**src/mmuPkg.sv**
```systemverilog
`default_nettype none

package mmuPkg;

	////////////////////////////////////////////////////////////////////////////
	// Address and page types
	////////////////////////////////////////////////////////////////////////////

	// Virtual address from fetch or load/store unit
	typedef logic [31:0] vaddrT;
	// Physical address toward the caches
	typedef logic [31:0] paddrT;
	// Page-pair number, vaddr[31:13]
	typedef logic [18:0] vpn2T;
	// Physical frame number, one 4 KB page
	typedef logic [19:0] pfnT;
	// Address space identifier
	typedef logic [7:0] asidT;
	// Dirty in bit 1, valid in bit 0
	typedef logic [1:0] dvT;

	////////////////////////////////////////////////////////////////////////////
	// TLB maintenance operations
	////////////////////////////////////////////////////////////////////////////

	// One operation per cycle, encoded from the CP0 instruction strobes
	typedef enum logic [2:0] {
		opNone,
		opWriteIndexed,
		opWriteRandom,
		opRead,
		opProbe
	} tlbOpT;

	////////////////////////////////////////////////////////////////////////////
	// Segment decode on vaddr[31:29]
	////////////////////////////////////////////////////////////////////////////

	// Kuseg only looks at bit 31
	localparam logic [2:0] segKuseg = 3'b000;
	// Unmapped, cached
	localparam logic [2:0] segKseg0 = 3'b100;
	// Unmapped, uncached
	localparam logic [2:0] segKseg1 = 3'b101;
	// Mapped supervisor segment
	localparam logic [2:0] segKsseg = 3'b110;
	// Mapped kernel segment
	localparam logic [2:0] segKseg3 = 3'b111;

endpackage

`default_nettype wire

```
**src/tlbLookupIf.sv**
```systemverilog
`timescale 1ns/1ps
`default_nettype none

// One translation port between a segment mapper and the TLB array
interface tlbLookupIf import mmuPkg::*; ();

	// Request side
	vaddrT vaddr;
	// High only for stores on the data stream
	logic isWrite;

	// Result side, purely combinational
	paddrT paddr;
	logic refill;
	logic invalid;
	logic modified;

	// Segment mapper end
	modport mapper (
		output vaddr, isWrite,
		input paddr, refill, invalid, modified
	);

	// TLB array end
	modport tlb (
		input vaddr, isWrite,
		output paddr, refill, invalid, modified
	);

endinterface

`default_nettype wire

```
**src/mmu.sv**
```systemverilog
`timescale 1ns/1ps
`default_nettype none

module mmu import mmuPkg::*; #(
	parameter int numEntries = 16,
	localparam int idxW = $clog2(numEntries)
) (
	input logic clk,
	input logic rstN,

	// Instruction fetch
	input vaddrT iVaddr,
	output paddrT iPaddr,
	output logic iTlbRefill,
	output logic iTlbInvalid,

	// Data access
	input logic [3:0] dWriteEn,
	input logic dReadEn,
	input vaddrT dVaddr,
	output paddrT dPaddr,
	output logic dTlbRefill,
	output logic dTlbInvalid,
	output logic dTlbModified,

	// CP0 TLB instructions
	input logic tlbwr,
	input logic tlbwi,
	input logic tlbr,
	input logic tlbp,

	// CP0 register values from the core
	input logic [31:0] index,
	input logic [31:0] random,
	input logic [31:0] entryHi,
	input logic [31:0] entryLo0,
	input logic [31:0] entryLo1,

	// TLBR and TLBP results
	output logic indexP,
	output logic [idxW-1:0] indexValue,
	output vpn2T entryHiVpn2,
	output asidT entryHiAsid,
	output pfnT entryLo0Pfn,
	output dvT entryLo0Dv,
	output pfnT entryLo1Pfn,
	output dvT entryLo1Dv,
	output logic entryLoG
);

	tlbOpT op;
	logic dStore;

	tlbLookupIf instPort ();
	tlbLookupIf dataPort ();

	// Strobe priority: TLBWI, TLBWR, TLBR, TLBP
	always_comb begin
		if (tlbwi) begin
			op = opWriteIndexed;
		end else if (tlbwr) begin
			op = opWriteRandom;
		end else if (tlbr) begin
			op = opRead;
		end else if (tlbp) begin
			op = opProbe;
		end else begin
			op = opNone;
		end
	end

	// Any byte lane means a store
	assign dStore = |dWriteEn;

	////////////////////////////////////////////////////////////////////////////
	// TLB and the two segment mappers
	////////////////////////////////////////////////////////////////////////////

	tlbArray #(
		.numEntries(numEntries)
	) tlb (
		.clk(clk),
		.rstN(rstN),
		.op(op),
		.index(index),
		.random(random),
		.entryHi(entryHi),
		.entryLo0(entryLo0),
		.entryLo1(entryLo1),
		.instPort(instPort.tlb),
		.dataPort(dataPort.tlb),
		.indexP(indexP),
		.indexValue(indexValue),
		.entryHiVpn2(entryHiVpn2),
		.entryHiAsid(entryHiAsid),
		.entryLo0Pfn(entryLo0Pfn),
		.entryLo0Dv(entryLo0Dv),
		.entryLo1Pfn(entryLo1Pfn),
		.entryLo1Dv(entryLo1Dv),
		.entryLoG(entryLoG)
	);

	// Fetch side, always active
	segmentMapper #(
		.isDataStream(1'b0)
	) instMapper (
		.vaddr(iVaddr),
		.accessWrite(1'b0),
		.accessRead(1'b1),
		.paddr(iPaddr),
		.refill(iTlbRefill),
		.invalid(iTlbInvalid),
		.modified(),
		.tlb(instPort.mapper)
	);

	segmentMapper #(
		.isDataStream(1'b1)
	) dataMapper (
		.vaddr(dVaddr),
		.accessWrite(dStore),
		.accessRead(dReadEn),
		.paddr(dPaddr),
		.refill(dTlbRefill),
		.invalid(dTlbInvalid),
		.modified(dTlbModified),
		.tlb(dataPort.mapper)
	);

endmodule

`default_nettype wire

```
**src/segmentMapper.sv**
```systemverilog
`timescale 1ns/1ps
`default_nettype none

module segmentMapper import mmuPkg::*; #(
	parameter bit isDataStream = 1'b0
) (
	input vaddrT vaddr,
	input logic accessWrite,
	input logic accessRead,
	output paddrT paddr,
	output logic refill,
	output logic invalid,
	output logic modified,
	tlbLookupIf.mapper tlb
);

	logic [2:0] seg;
	logic isKuseg;
	logic isKseg0;
	logic isKseg1;
	logic isKsseg;
	logic isKseg3;
	logic unmapped;
	logic mapped;
	logic active;

	////////////////////////////////////////////////////////////////////////////
	// Segment decode
	////////////////////////////////////////////////////////////////////////////

	assign seg = vaddr[31:29];
	// Lower 2 GB, user space
	assign isKuseg = (seg[2] == segKuseg[2]);
	assign isKseg0 = (seg == segKseg0);
	assign isKseg1 = (seg == segKseg1);
	assign isKsseg = (seg == segKsseg);
	assign isKseg3 = (seg == segKseg3);

	assign unmapped = isKseg0 | isKseg1;
	assign mapped = isKuseg | isKsseg | isKseg3;

	// Fetch never stalls; data only while a load or store is issued
	assign active = isDataStream ? (accessRead | accessWrite) : 1'b1;

	// Request toward the TLB
	assign tlb.vaddr = vaddr;
	// Instruction stream never writes
	assign tlb.isWrite = isDataStream ? accessWrite : 1'b0;

	////////////////////////////////////////////////////////////////////////////
	// Result select
	////////////////////////////////////////////////////////////////////////////

	// kseg0/kseg1 drop the top three bits
	assign paddr = unmapped ? {3'b000, vaddr[28:0]} : tlb.paddr;

	assign refill = mapped & active & tlb.refill;
	assign invalid = mapped & active & tlb.invalid;
	// Store gating already done inside the TLB
	assign modified = mapped & active & tlb.modified;

endmodule

`default_nettype wire

```
**src/tlbArray.sv**
```systemverilog
`timescale 1ns/1ps
`default_nettype none

module tlbArray import mmuPkg::*; #(
	parameter int numEntries = 16,
	localparam int idxW = $clog2(numEntries)
) (
	input logic clk,
	input logic rstN,
	input tlbOpT op,
	input logic [31:0] index,
	input logic [31:0] random,
	input logic [31:0] entryHi,
	input logic [31:0] entryLo0,
	input logic [31:0] entryLo1,
	tlbLookupIf.tlb instPort,
	tlbLookupIf.tlb dataPort,
	output logic indexP,
	output logic [idxW-1:0] indexValue,
	output vpn2T entryHiVpn2,
	output asidT entryHiAsid,
	output pfnT entryLo0Pfn,
	output dvT entryLo0Dv,
	output pfnT entryLo1Pfn,
	output dvT entryLo1Dv,
	output logic entryLoG
);

	// Packed lookup result: paddr, refill, invalid, modified
	typedef logic [$bits(paddrT)+2:0] lookupResT;

	////////////////////////////////////////////////////////////////////////////
	// Entry storage
	////////////////////////////////////////////////////////////////////////////

	vpn2T vpn2Mem [numEntries];
	asidT asidMem [numEntries];
	dvT dv0Mem [numEntries];
	dvT dv1Mem [numEntries];
	pfnT pfn0Mem [numEntries];
	pfnT pfn1Mem [numEntries];
	logic [numEntries-1:0] gMem;
	// Set on first write so a reset entry never matches
	logic [numEntries-1:0] liveMem;

	// Fields taken from the CP0 register words
	vpn2T hiVpn2;
	asidT curAsid;
	pfnT wrPfn0;
	pfnT wrPfn1;
	dvT wrDv0;
	dvT wrDv1;
	logic wrG;

	logic doWrite;
	logic [idxW-1:0] wrIdx;
	logic [idxW-1:0] rdIdx;
	logic [idxW:0] probeRes;

	assign hiVpn2 = entryHi[31:13];
	assign curAsid = entryHi[7:0];
	// EntryLo layout: PFN 25:6, D 2, V 1, G 0
	assign wrPfn0 = entryLo0[25:6];
	assign wrPfn1 = entryLo1[25:6];
	assign wrDv0 = entryLo0[2:1];
	assign wrDv1 = entryLo1[2:1];
	// Global only if both halves say so
	assign wrG = entryLo0[0] & entryLo1[0];

	assign doWrite = (op == opWriteIndexed) || (op == opWriteRandom);
	assign wrIdx = (op == opWriteRandom) ? random[idxW-1:0] : index[idxW-1:0];
	assign rdIdx = index[idxW-1:0];

	// Match and valid state
	always_ff @(posedge clk or negedge rstN) begin
		if (!rstN) begin
			for (int i = 0; i < numEntries; i++) begin
				vpn2Mem[i] <= '0;
				asidMem[i] <= '0;
				dv0Mem[i] <= '0;
				dv1Mem[i] <= '0;
			end
			gMem <= '0;
			liveMem <= '0;
		end else if (doWrite) begin
			vpn2Mem[wrIdx] <= hiVpn2;
			asidMem[wrIdx] <= curAsid;
			dv0Mem[wrIdx] <= wrDv0;
			dv1Mem[wrIdx] <= wrDv1;
			gMem[wrIdx] <= wrG;
			liveMem[wrIdx] <= 1'b1;
		end
	end

	// Frame numbers
	always_ff @(posedge clk) begin
		if (doWrite) begin
			pfn0Mem[wrIdx] <= wrPfn0;
			pfn1Mem[wrIdx] <= wrPfn1;
		end
	end

	////////////////////////////////////////////////////////////////////////////
	// Match logic shared by both ports and the probe
	////////////////////////////////////////////////////////////////////////////

	function automatic logic [numEntries-1:0] matchLines(input vpn2T vpn2, input asidT asid);
		logic [numEntries-1:0] hits;
		for (int i = 0; i < numEntries; i++) begin
			hits[i] = liveMem[i] && (vpn2Mem[i] == vpn2) && (gMem[i] || (asidMem[i] == asid));
		end
		return hits;
	endfunction

	// Lowest matching index wins, found flag on top
	function automatic logic [idxW:0] firstHit(input logic [numEntries-1:0] hits);
		logic found;
		logic [idxW-1:0] sel;
		found = 1'b0;
		sel = '0;
		for (int i = numEntries - 1; i >= 0; i--) begin
			if (hits[i]) begin
				found = 1'b1;
				sel = idxW'(i);
			end
		end
		return {found, sel};
	endfunction

	function automatic lookupResT translate(input vaddrT va, input logic isWrite);
		logic [idxW:0] hit;
		logic found;
		logic [idxW-1:0] sel;
		pfnT pfn;
		dvT dv;
		hit = firstHit(matchLines(va[31:13], curAsid));
		found = hit[idxW];
		sel = hit[idxW-1:0];
		// Bit 12 picks the odd page
		pfn = va[12] ? pfn1Mem[sel] : pfn0Mem[sel];
		dv = va[12] ? dv1Mem[sel] : dv0Mem[sel];
		return {pfn, va[11:0], !found, found && !dv[0], found && dv[0] && !dv[1] && isWrite};
	endfunction

	always_comb begin
		{instPort.paddr, instPort.refill, instPort.invalid, instPort.modified} =
			translate(instPort.vaddr, instPort.isWrite);
	end

	always_comb begin
		{dataPort.paddr, dataPort.refill, dataPort.invalid, dataPort.modified} =
			translate(dataPort.vaddr, dataPort.isWrite);
	end

	// Probe uses EntryHi VPN2 and ASID
	always_comb begin
		probeRes = firstHit(matchLines(hiVpn2, curAsid));
	end

	////////////////////////////////////////////////////////////////////////////
	// TLBR and TLBP results, held until the next one
	////////////////////////////////////////////////////////////////////////////

	always_ff @(posedge clk or negedge rstN) begin
		if (!rstN) begin
			indexP <= 1'b1;
			indexValue <= '0;
			entryHiVpn2 <= '0;
			entryHiAsid <= '0;
			entryLo0Pfn <= '0;
			entryLo0Dv <= '0;
			entryLo1Pfn <= '0;
			entryLo1Dv <= '0;
			entryLoG <= 1'b0;
		end else begin
			case (op)
				opRead: begin
					entryHiVpn2 <= vpn2Mem[rdIdx];
					entryHiAsid <= asidMem[rdIdx];
					entryLo0Pfn <= pfn0Mem[rdIdx];
					entryLo0Dv <= dv0Mem[rdIdx];
					entryLo1Pfn <= pfn1Mem[rdIdx];
					entryLo1Dv <= dv1Mem[rdIdx];
					entryLoG <= gMem[rdIdx];
				end
				opProbe: begin
					indexP <= !probeRes[idxW];
					// Index keeps its old value on a failed probe
					if (probeRes[idxW]) begin
						indexValue <= probeRes[idxW-1:0];
					end
				end
				default: begin
				end
			endcase
		end
	end

endmodule

`default_nettype wire

```
**config.mk**
```make
export PLATFORM = sky130hd
export DESIGN_NAME = mmu
export DESIGN_NICKNAME = d
export VERILOG_FILES = /design/src/mmuPkg.sv /design/src/tlbLookupIf.sv /design/src/mmu.sv /design/src/segmentMapper.sv /design/src/tlbArray.sv
export SDC_FILE = /design/constraint.sdc
export NUM_CORES = 2
export LEC_CHECK = 0
export BUFFER_PORTS_ARGS = -buffer_cell sky130_fd_sc_hd__buf_2
export CORE_MARGIN = 2
export CORE_UTILIZATION = 35
export CTS_CLUSTER_SIZE = 28
export DETAILED_ROUTE_END_ITERATION = 16
export GPL_TIMING_DRIVEN = 1
export PLACE_DENSITY = 0.56
export SLEW_MARGIN = 10
export SYNTH_ARGS = -nofsm -noshare
export SYNTH_HDL_FRONTEND = slang
export SYNTH_SLANG_ARGS = --single-unit
export TNS_END_PERCENT = 30
```
**constraint.sdc**
```tcl
create_clock -name clk -period 5.2 [get_ports clk]
set_input_delay 1.04 -clock clk [delete_from_list [all_inputs] [get_ports clk]]
set_output_delay 1.04 -clock clk [all_outputs]
set_load 0.01 [all_outputs]
```
Yosys cells after proc, flatten, opt, wreduce, memory -nomap -nowiden
Memory sizes are Yosys's and may differ from the RTL's. A register that Yosys moved wholly into a read port is not among the register bits.
Cells that the tools add are included.
- bitwise gates (word level): 21
- reduce and logical (&&, ||, !) cells: 130
- multiply operators: 0
- divide/modulo/power cells: 0
- shifts and indexed selects: 0
- add/subtract/negate cells: 0
- eq/ne operators: 76
- $lt $le $gt $ge: 8
- mux-type cells: 148
- operators by type and width (kind ; count):
    equality test 19 bit ; 48
    bitwise mux 304 bit ; 1
    two-way mux 4 bit ; 49
    bitwise mux 128 bit ; 1
    equality test 8 bit ; 16
    logical AND 1 bit ; 103
    binary-select mux 19 bit (select 4 bit) ; 1
    demux 19 bit (select 4 bit) ; 1
    bitwise mux 32 bit ; 2
    two-way mux 32 bit ; 2
    two-way mux 1 bit ; 57
    two-way mux 19 bit ; 3
    binary-select mux 2 bit (select 4 bit) ; 6
    two-way mux 20 bit ; 2
    binary-select mux 8 bit (select 4 bit) ; 1
    demux 8 bit (select 4 bit) ; 1
    equality test 3 bit (second input constant) ; 9
    two-way mux 8 bit ; 3
    >= comparator 5 bit (second input constant) ; 4
    two-way mux 2 bit ; 10
    inverter 4 -> 5 bit ; 4
    logical OR 1 bit ; 17
    bitwise mux 16 bit ; 1
    OR 16 bit ; 1
    other kinds (15) ; 40
- memories kept: 2
- latch bits: 0
- input port bits: 235
- memory bits (writable): 640
- output and inout port bits: 146
- word-level logic and storage cells: 458
- ROM bits: 0
- bits in registers: 565
- memories (name ; depth ; bits a word ; rd ports ; clocked after memory_dff ; write ports ; RTL line ; RTL):
    tlb.pfn0Mem ; 16 ; 20 ; 3 ; 1 ; 1 ; tlbArray.sv:40 ; pfnT pfn0Mem [numEntries];
    tlb.pfn1Mem ; 16 ; 20 ; 3 ; 1 ; 1 ; tlbArray.sv:41 ; pfnT pfn1Mem [numEntries];

Logic depth before layout (Yosys ltp)
- depth in word-level cells: 28
- gate-level depth with buffers: 18
- depth with buffers taken out: 12

Cells and area by module
Synthesis repeated with hierarchy kept, for this count alone.
- cells, all modules: 7123
- area, all modules: 78459.0 µm²
- by module, submodules not included (module ; seq. area each (µm²) ; area each (µm²) ; times used ; cells each):
    tlbArray ; 34359.2 ; 76880.0 ; 1 ; 6968
    segmentMapper (dataMapper) ; 0.0 ; 772.0 ; 1 ; 73
    segmentMapper (instMapper) ; 0.0 ; 764.5 ; 1 ; 74
    mmu ; 0.0 ; 42.5 ; 1 ; 8

Least setup slack after synthesis
OpenSTA, ideal clock, no wires.
- path type: input -> output
- start point: in dVaddr[17]
- end point: out dTlbModified
- path buffers: 3
- required time: 4.160 ns
- arrival: 4.534 ns
- stages: 15
- setup slack: -0.374 ns
- cell sequence: buf_2 buf_2 xor2_1 nor4_1 nand4_1 nor4b_1 nor2b_1 o21bai_1 o211a_4 buf_8 mux4_2 mux2_2 a21oi_1 o31ai_1 a2111oi_2
- cells in the longest elaborated chain, start to end: 28
- elaborated cells on any way between the ends: 93
- those cells by class: eq/ne (16); mux (39); bitwise (2); reduce/logical (36)
- ends and longest elaborated chain (item ; RTL line ; RTL):
    start: declaration ; mmu.sv:20 ; input vaddrT dVaddr,
    equality test 19 bit ; tlbArray.sv:110 ; hits[i] = liveMem[i] && (vpn2Mem[i] == vpn2) && (gMem[i] || (asidMem[i] == asid));
    logical AND 1 bit (2 in a row) ; tlbArray.sv:110 ;
    two-way mux 4 bit (16 in a row) ; tlbArray.sv:122 ; if (hits[i]) begin
    inverter 4 -> 5 bit (implied by the code) ; tlbArray.sv:141 ; dv = va[12] ? dv1Mem[sel] : dv0Mem[sel];
    binary-select mux 2 bit (select 4 bit) ; tlbArray.sv:141 ;
    two-way mux 2 bit (implied by the code) (2 in a row) ; tlbArray.sv:141 ;
    two-way mux 2 bit ; tlbArray.sv:141 ;
    logical AND 1 bit or zero test 1 bit (tied branches) ; tlbArray.sv:142 ; return {pfn, va[11:0], !found, found && !dv[0], found && dv[0] && !dv[1] && isWrite};
    logical AND 1 bit * (2 in a row) ; tlbArray.sv:142 ;
    AND 1 bit * ; segmentMapper.sv:60 ; assign modified = mapped & active & tlb.modified;
    end: declaration ; mmu.sv:24 ; output logic dTlbModified,
Mark *: on every way between the ends. The rest lies on a longest branch, timed or not. The select of a mux whose other input is x is not followed.

Final worst setup path
- start point: in dVaddr[26]
- end point: out dPaddr[21]
- cells in the longest elaborated chain, start to end: 22
- elaborated cells on any way between the ends: 68
- those cells by class: eq/ne (16); mux (18); reduce/logical (32); memory (2)
- ends and longest elaborated chain (item ; RTL line ; RTL):
    equality test 19 bit ; tlbArray.sv:110 ;
    logical AND 1 bit (2 in a row) ; tlbArray.sv:110 ;
    two-way mux 4 bit (15 in a row) ; tlbArray.sv:122 ;
    two-way mux 4 bit * ; tlbArray.sv:122 ;
    memory read (16 x 20 bit), on equally long branches ; - ;
    two-way mux 20 bit * ; tlbArray.sv:140 ; pfn = va[12] ? pfn1Mem[sel] : pfn0Mem[sel];
    two-way mux 32 bit * ; segmentMapper.sv:55 ; assign paddr = unmapped ? {3'b000, vaddr[28:0]} : tlb.paddr;
    end: declaration ; mmu.sv:21 ; output paddrT dPaddr,
Mark *: on every way between the ends. The rest lies on a longest branch, timed or not.

==> run summary <==
Total GRT Usage: 0.321
Initial antenna violation count: 37
Pint: 23.3 mW
Cts bufs inserted: 149
Final Critical Period: 6.44 ns
Synth area leader: edfxtp_1
Drt pass-1 iters: 6
Synthesized net count: 6487
Setup ws final: -1.24 ns
Main synth FF type: edfxtp_1
Chip Height: 472 microns
Detailed-route wire length: 367 mm
Core area: 217000 sq um
FF+latch area: 34400 sq um
Min-Delay Path Class: primary input to asynchronous set/reset pin
Worst path max stage delay: 0.52 ns
Count leader, synth: nand2_1
Insertion delay to the later sink of the worst-skew pair: 0.86 ns
First-pass GRT wire length: 505 mm
Clock-pin slew on the worst setup and hold paths: 0.06 ns
Nets: 7707
Top cell by count, worst path: buf_12
Wirelength per Cell: 35.1 microns
CP Capture Type: output port
Drt first-iter violations: 8345
Post-synth top area share: 0.251
Die width: 472 microns
Unrepaired setup endpoints after global routing: true
Leakage: 39.5 nW
Worst Skew: 0.0288 ns
Mapped cell area: 76700 sq um
TritonCTS clock tree: done
Largest net degree at the start of global routing: 117
Crit path max fanout: 7
Post-Layout Cell Count: 10462
Total Power: 35.1 mW
Root Buffer: clkbuf_16
Commonest cells in the netlist: 859 x nand2_1, 640 x edfxtp_1, 604 x dfrtp_1
Vias in the first global route: 62468
Worst Path Required: 4.16 ns
Synthesized area per cell: 12.3 sq um
Vias per Instance: 6.05
Global route overflow: 0
Placed cell area: 90400 sq um
DR vias: 63245
Post-synthesis sequential area ratio: 0.448
Slew at the pin closest to its max-slew limit: 1.23 ns
Post-route cell area: 99600 sq um
Row count: 171
Power Density: 353 nW/um^2
Clock power share: 0.317
H-Tree Depth: 4
ANT nets after route: 0
Final Slew Violations: 0
Layout cells sized above 1: 0.399
Io pins: 381
Count of clock tree sinks: 1245
Post-synth EDFFs: 640
Fin crit share: 1.24
Status: complete, but fails checks
RePlAce Congestion: 1.00
Fillers: 19650
Logic pwr share: 0.298
Initial Util: 0.353
Area grow syn2layout: 30.0%
Setup violators final: 45
Hold_buf cts: 0
Sw power: 11.8 mW
Final hold violation count: 0
Post-DP HPWL: 259 mm
Failing checks: negative setup slack
Flop pwr share: 0.384
Relative slew slack: 0.172
Async S/R FF share, synth: 0.486
Slowest stage cell on the critical path: mux4_2
YS warnings: 0
Syn Inst Count: 6252
Area of the multi-input gates: 41500 sq um
Arrival time at the worst endpoint: 5.40 ns
Port Buffers: 253
F_max: 0.155 GHz
Sw Share: 0.337
Max cap viols: 0
Crit path launch type: primary input
Flops & latches, synth: 1245
DRC viols: 0
Largest cells by area after synthesis: edfxtp_1 25%, dfrtp_1 20%, mux4_2 12%
DIE AREA: 223000 sq um
Crit Path Class: primary input to output port
Placed cells: 10012
Setup TNS: -48.40 ns
Worst path cell trace: buf_8 -> buf_8 -> buf_12 -> xor2_2 -> nor4_2 -> buf_4 -> nand4_1 -> buf_4 -> nor4b_4 -> buf_6 -> buf_6 -> or3_4 -> o211a_4 -> buf_12 -> buf_12 -> buf_12 -> buf_8 -> mux4_2 -> a22oi_2 -> nand3_1 -> o32a_1 -> buf_2
VDD IR max: 0.369 mV
Synth unique cells: 86
Max clock buf depth: 3
[cells by family after synthesis]
group / synth area share
simple gates: 0.0960
mux: 0.254
flops: 0.448
xor+xnor: 0.119
buf+inv: 0.0361
compound gates: 0.0471
[path summary, 6_finish.rpt]
path | start | endpoint | slack, ns | cells past startpoint
hold reg to reg | tlb.indexValue[0] | tlb.indexValue[0] | 0.48 | 2
setup reg to reg | tlb.vpn2Mem[17] | tlb.indexValue[0] | 1.12 | 15
max in group asynchronous | rstN | tlb.entryLo0Pfn[13] | 3.72 | 2
hold / removal | rstN | tlb.vpn2Mem[127] | 0.28 | 1
setup / recovery | dVaddr[26] | dPaddr[21] | -1.24 | 22
min in group clk | tlb.indexValue[0] | tlb.indexValue[0] | 0.48 | 2
[per-stage QoR]
stage	worst slack [ns]	utilization	hold slack, ns
6_report	-1.24	0.458	0.281
5_1_grt	-1.29	0.458	0.321
4_1_cts	-1.26	0.451	0.270
3_5_place_dp	-1.98	0.416	0.470
3_3_place_gp	-2.31	0.416	0.461
2_1_floorplan	-0.0522	-	0.446
[registers in the layout, summed over array words and instances (netlist names)]
register	flops
tlb.entryLo0Pfn	20
tlb.liveMem	16
tlb.entryLo0Dv	2
tlb.pfn0Mem	320
tlb.entryHiVpn2	19
tlb.entryLo1Pfn	20
tlb.entryLo1Dv	2
tlb.indexValue	4
tlb.indexP	1
tlb.pfn1Mem	320
tlb.dv1Mem	32
tlb.entryLoG	1
tlb.gMem	16
tlb.asidMem	128
tlb.entryHiAsid	8
tlb.vpn2Mem	304
tlb.dv0Mem	32
[timing repair]
action                                  4_1_cts  5_1_grt
setup buffers                                90       63
resized for setup                           303      196
gates cloned                                 11        8
pin swaps                                    68       85
hold endpoints to repair                      0        0
endpoints found under the setup margin       45       45
[routing by layer]
metal  vias up  part of all wire  global-route usage  wire length (microns)
li1      25707                 -                   -                      -
met1     32660              0.39               0.420                 144000
met2      3877              0.45               0.498                 165000
met3       969             0.094              0.0709                  34500
met4        32             0.063               0.171                  23200
met5         -           0.00055                   0                    201
[critical path, delay by kind of cell]
family                    cells  cell delay (ns)
buffers and inverters        12             1.82
and+or+nand+nor               5             1.05
AOI/OAI and AO/OA             3             0.79
muxes                         1             0.52
xor gates and xnor gates      1             0.14
[cell usage in the layout (no fill, tap or decap), drive strengths merged, types with 102 or more instances in the layout]
cell / instances
nor4: 149
mux2i: 517
mux2: 434
xor2: 548
edfxtp: 640
dfrtp: 604
nand2: 859
mux4: 417
xnor2: 492
clkbuf: 209
nand4: 136
a21oi: 102
nand3: 106
buf: 1605
[layout make-up]
cell class	instances	share of cell area
Antenna cell	13	0.000326
Clock inverter	74	0.00972
Tap cell	2854	0.0358
Sequential cell	1245	0.345
Clock buffer	200	0.0423
Multi-Input combinational cell	4439	0.416
Timing Repair Buffer	1620	0.150
Inverter	17	0.000841
[power by group through the flow]
stage                     Clock, mW  Combinational (mW)  Sequential, mW
final                          11.1                10.5            13.5
after global routing           11.6                10.9            13.6
after CTS                      11.3                10.2            13.4
after detailed placement          0                9.95            13.6
after global placement            0                9.92            13.5
after floorplan                   0                4.88            13.6
No activity file was read; power rests on OpenSTA's default activity.
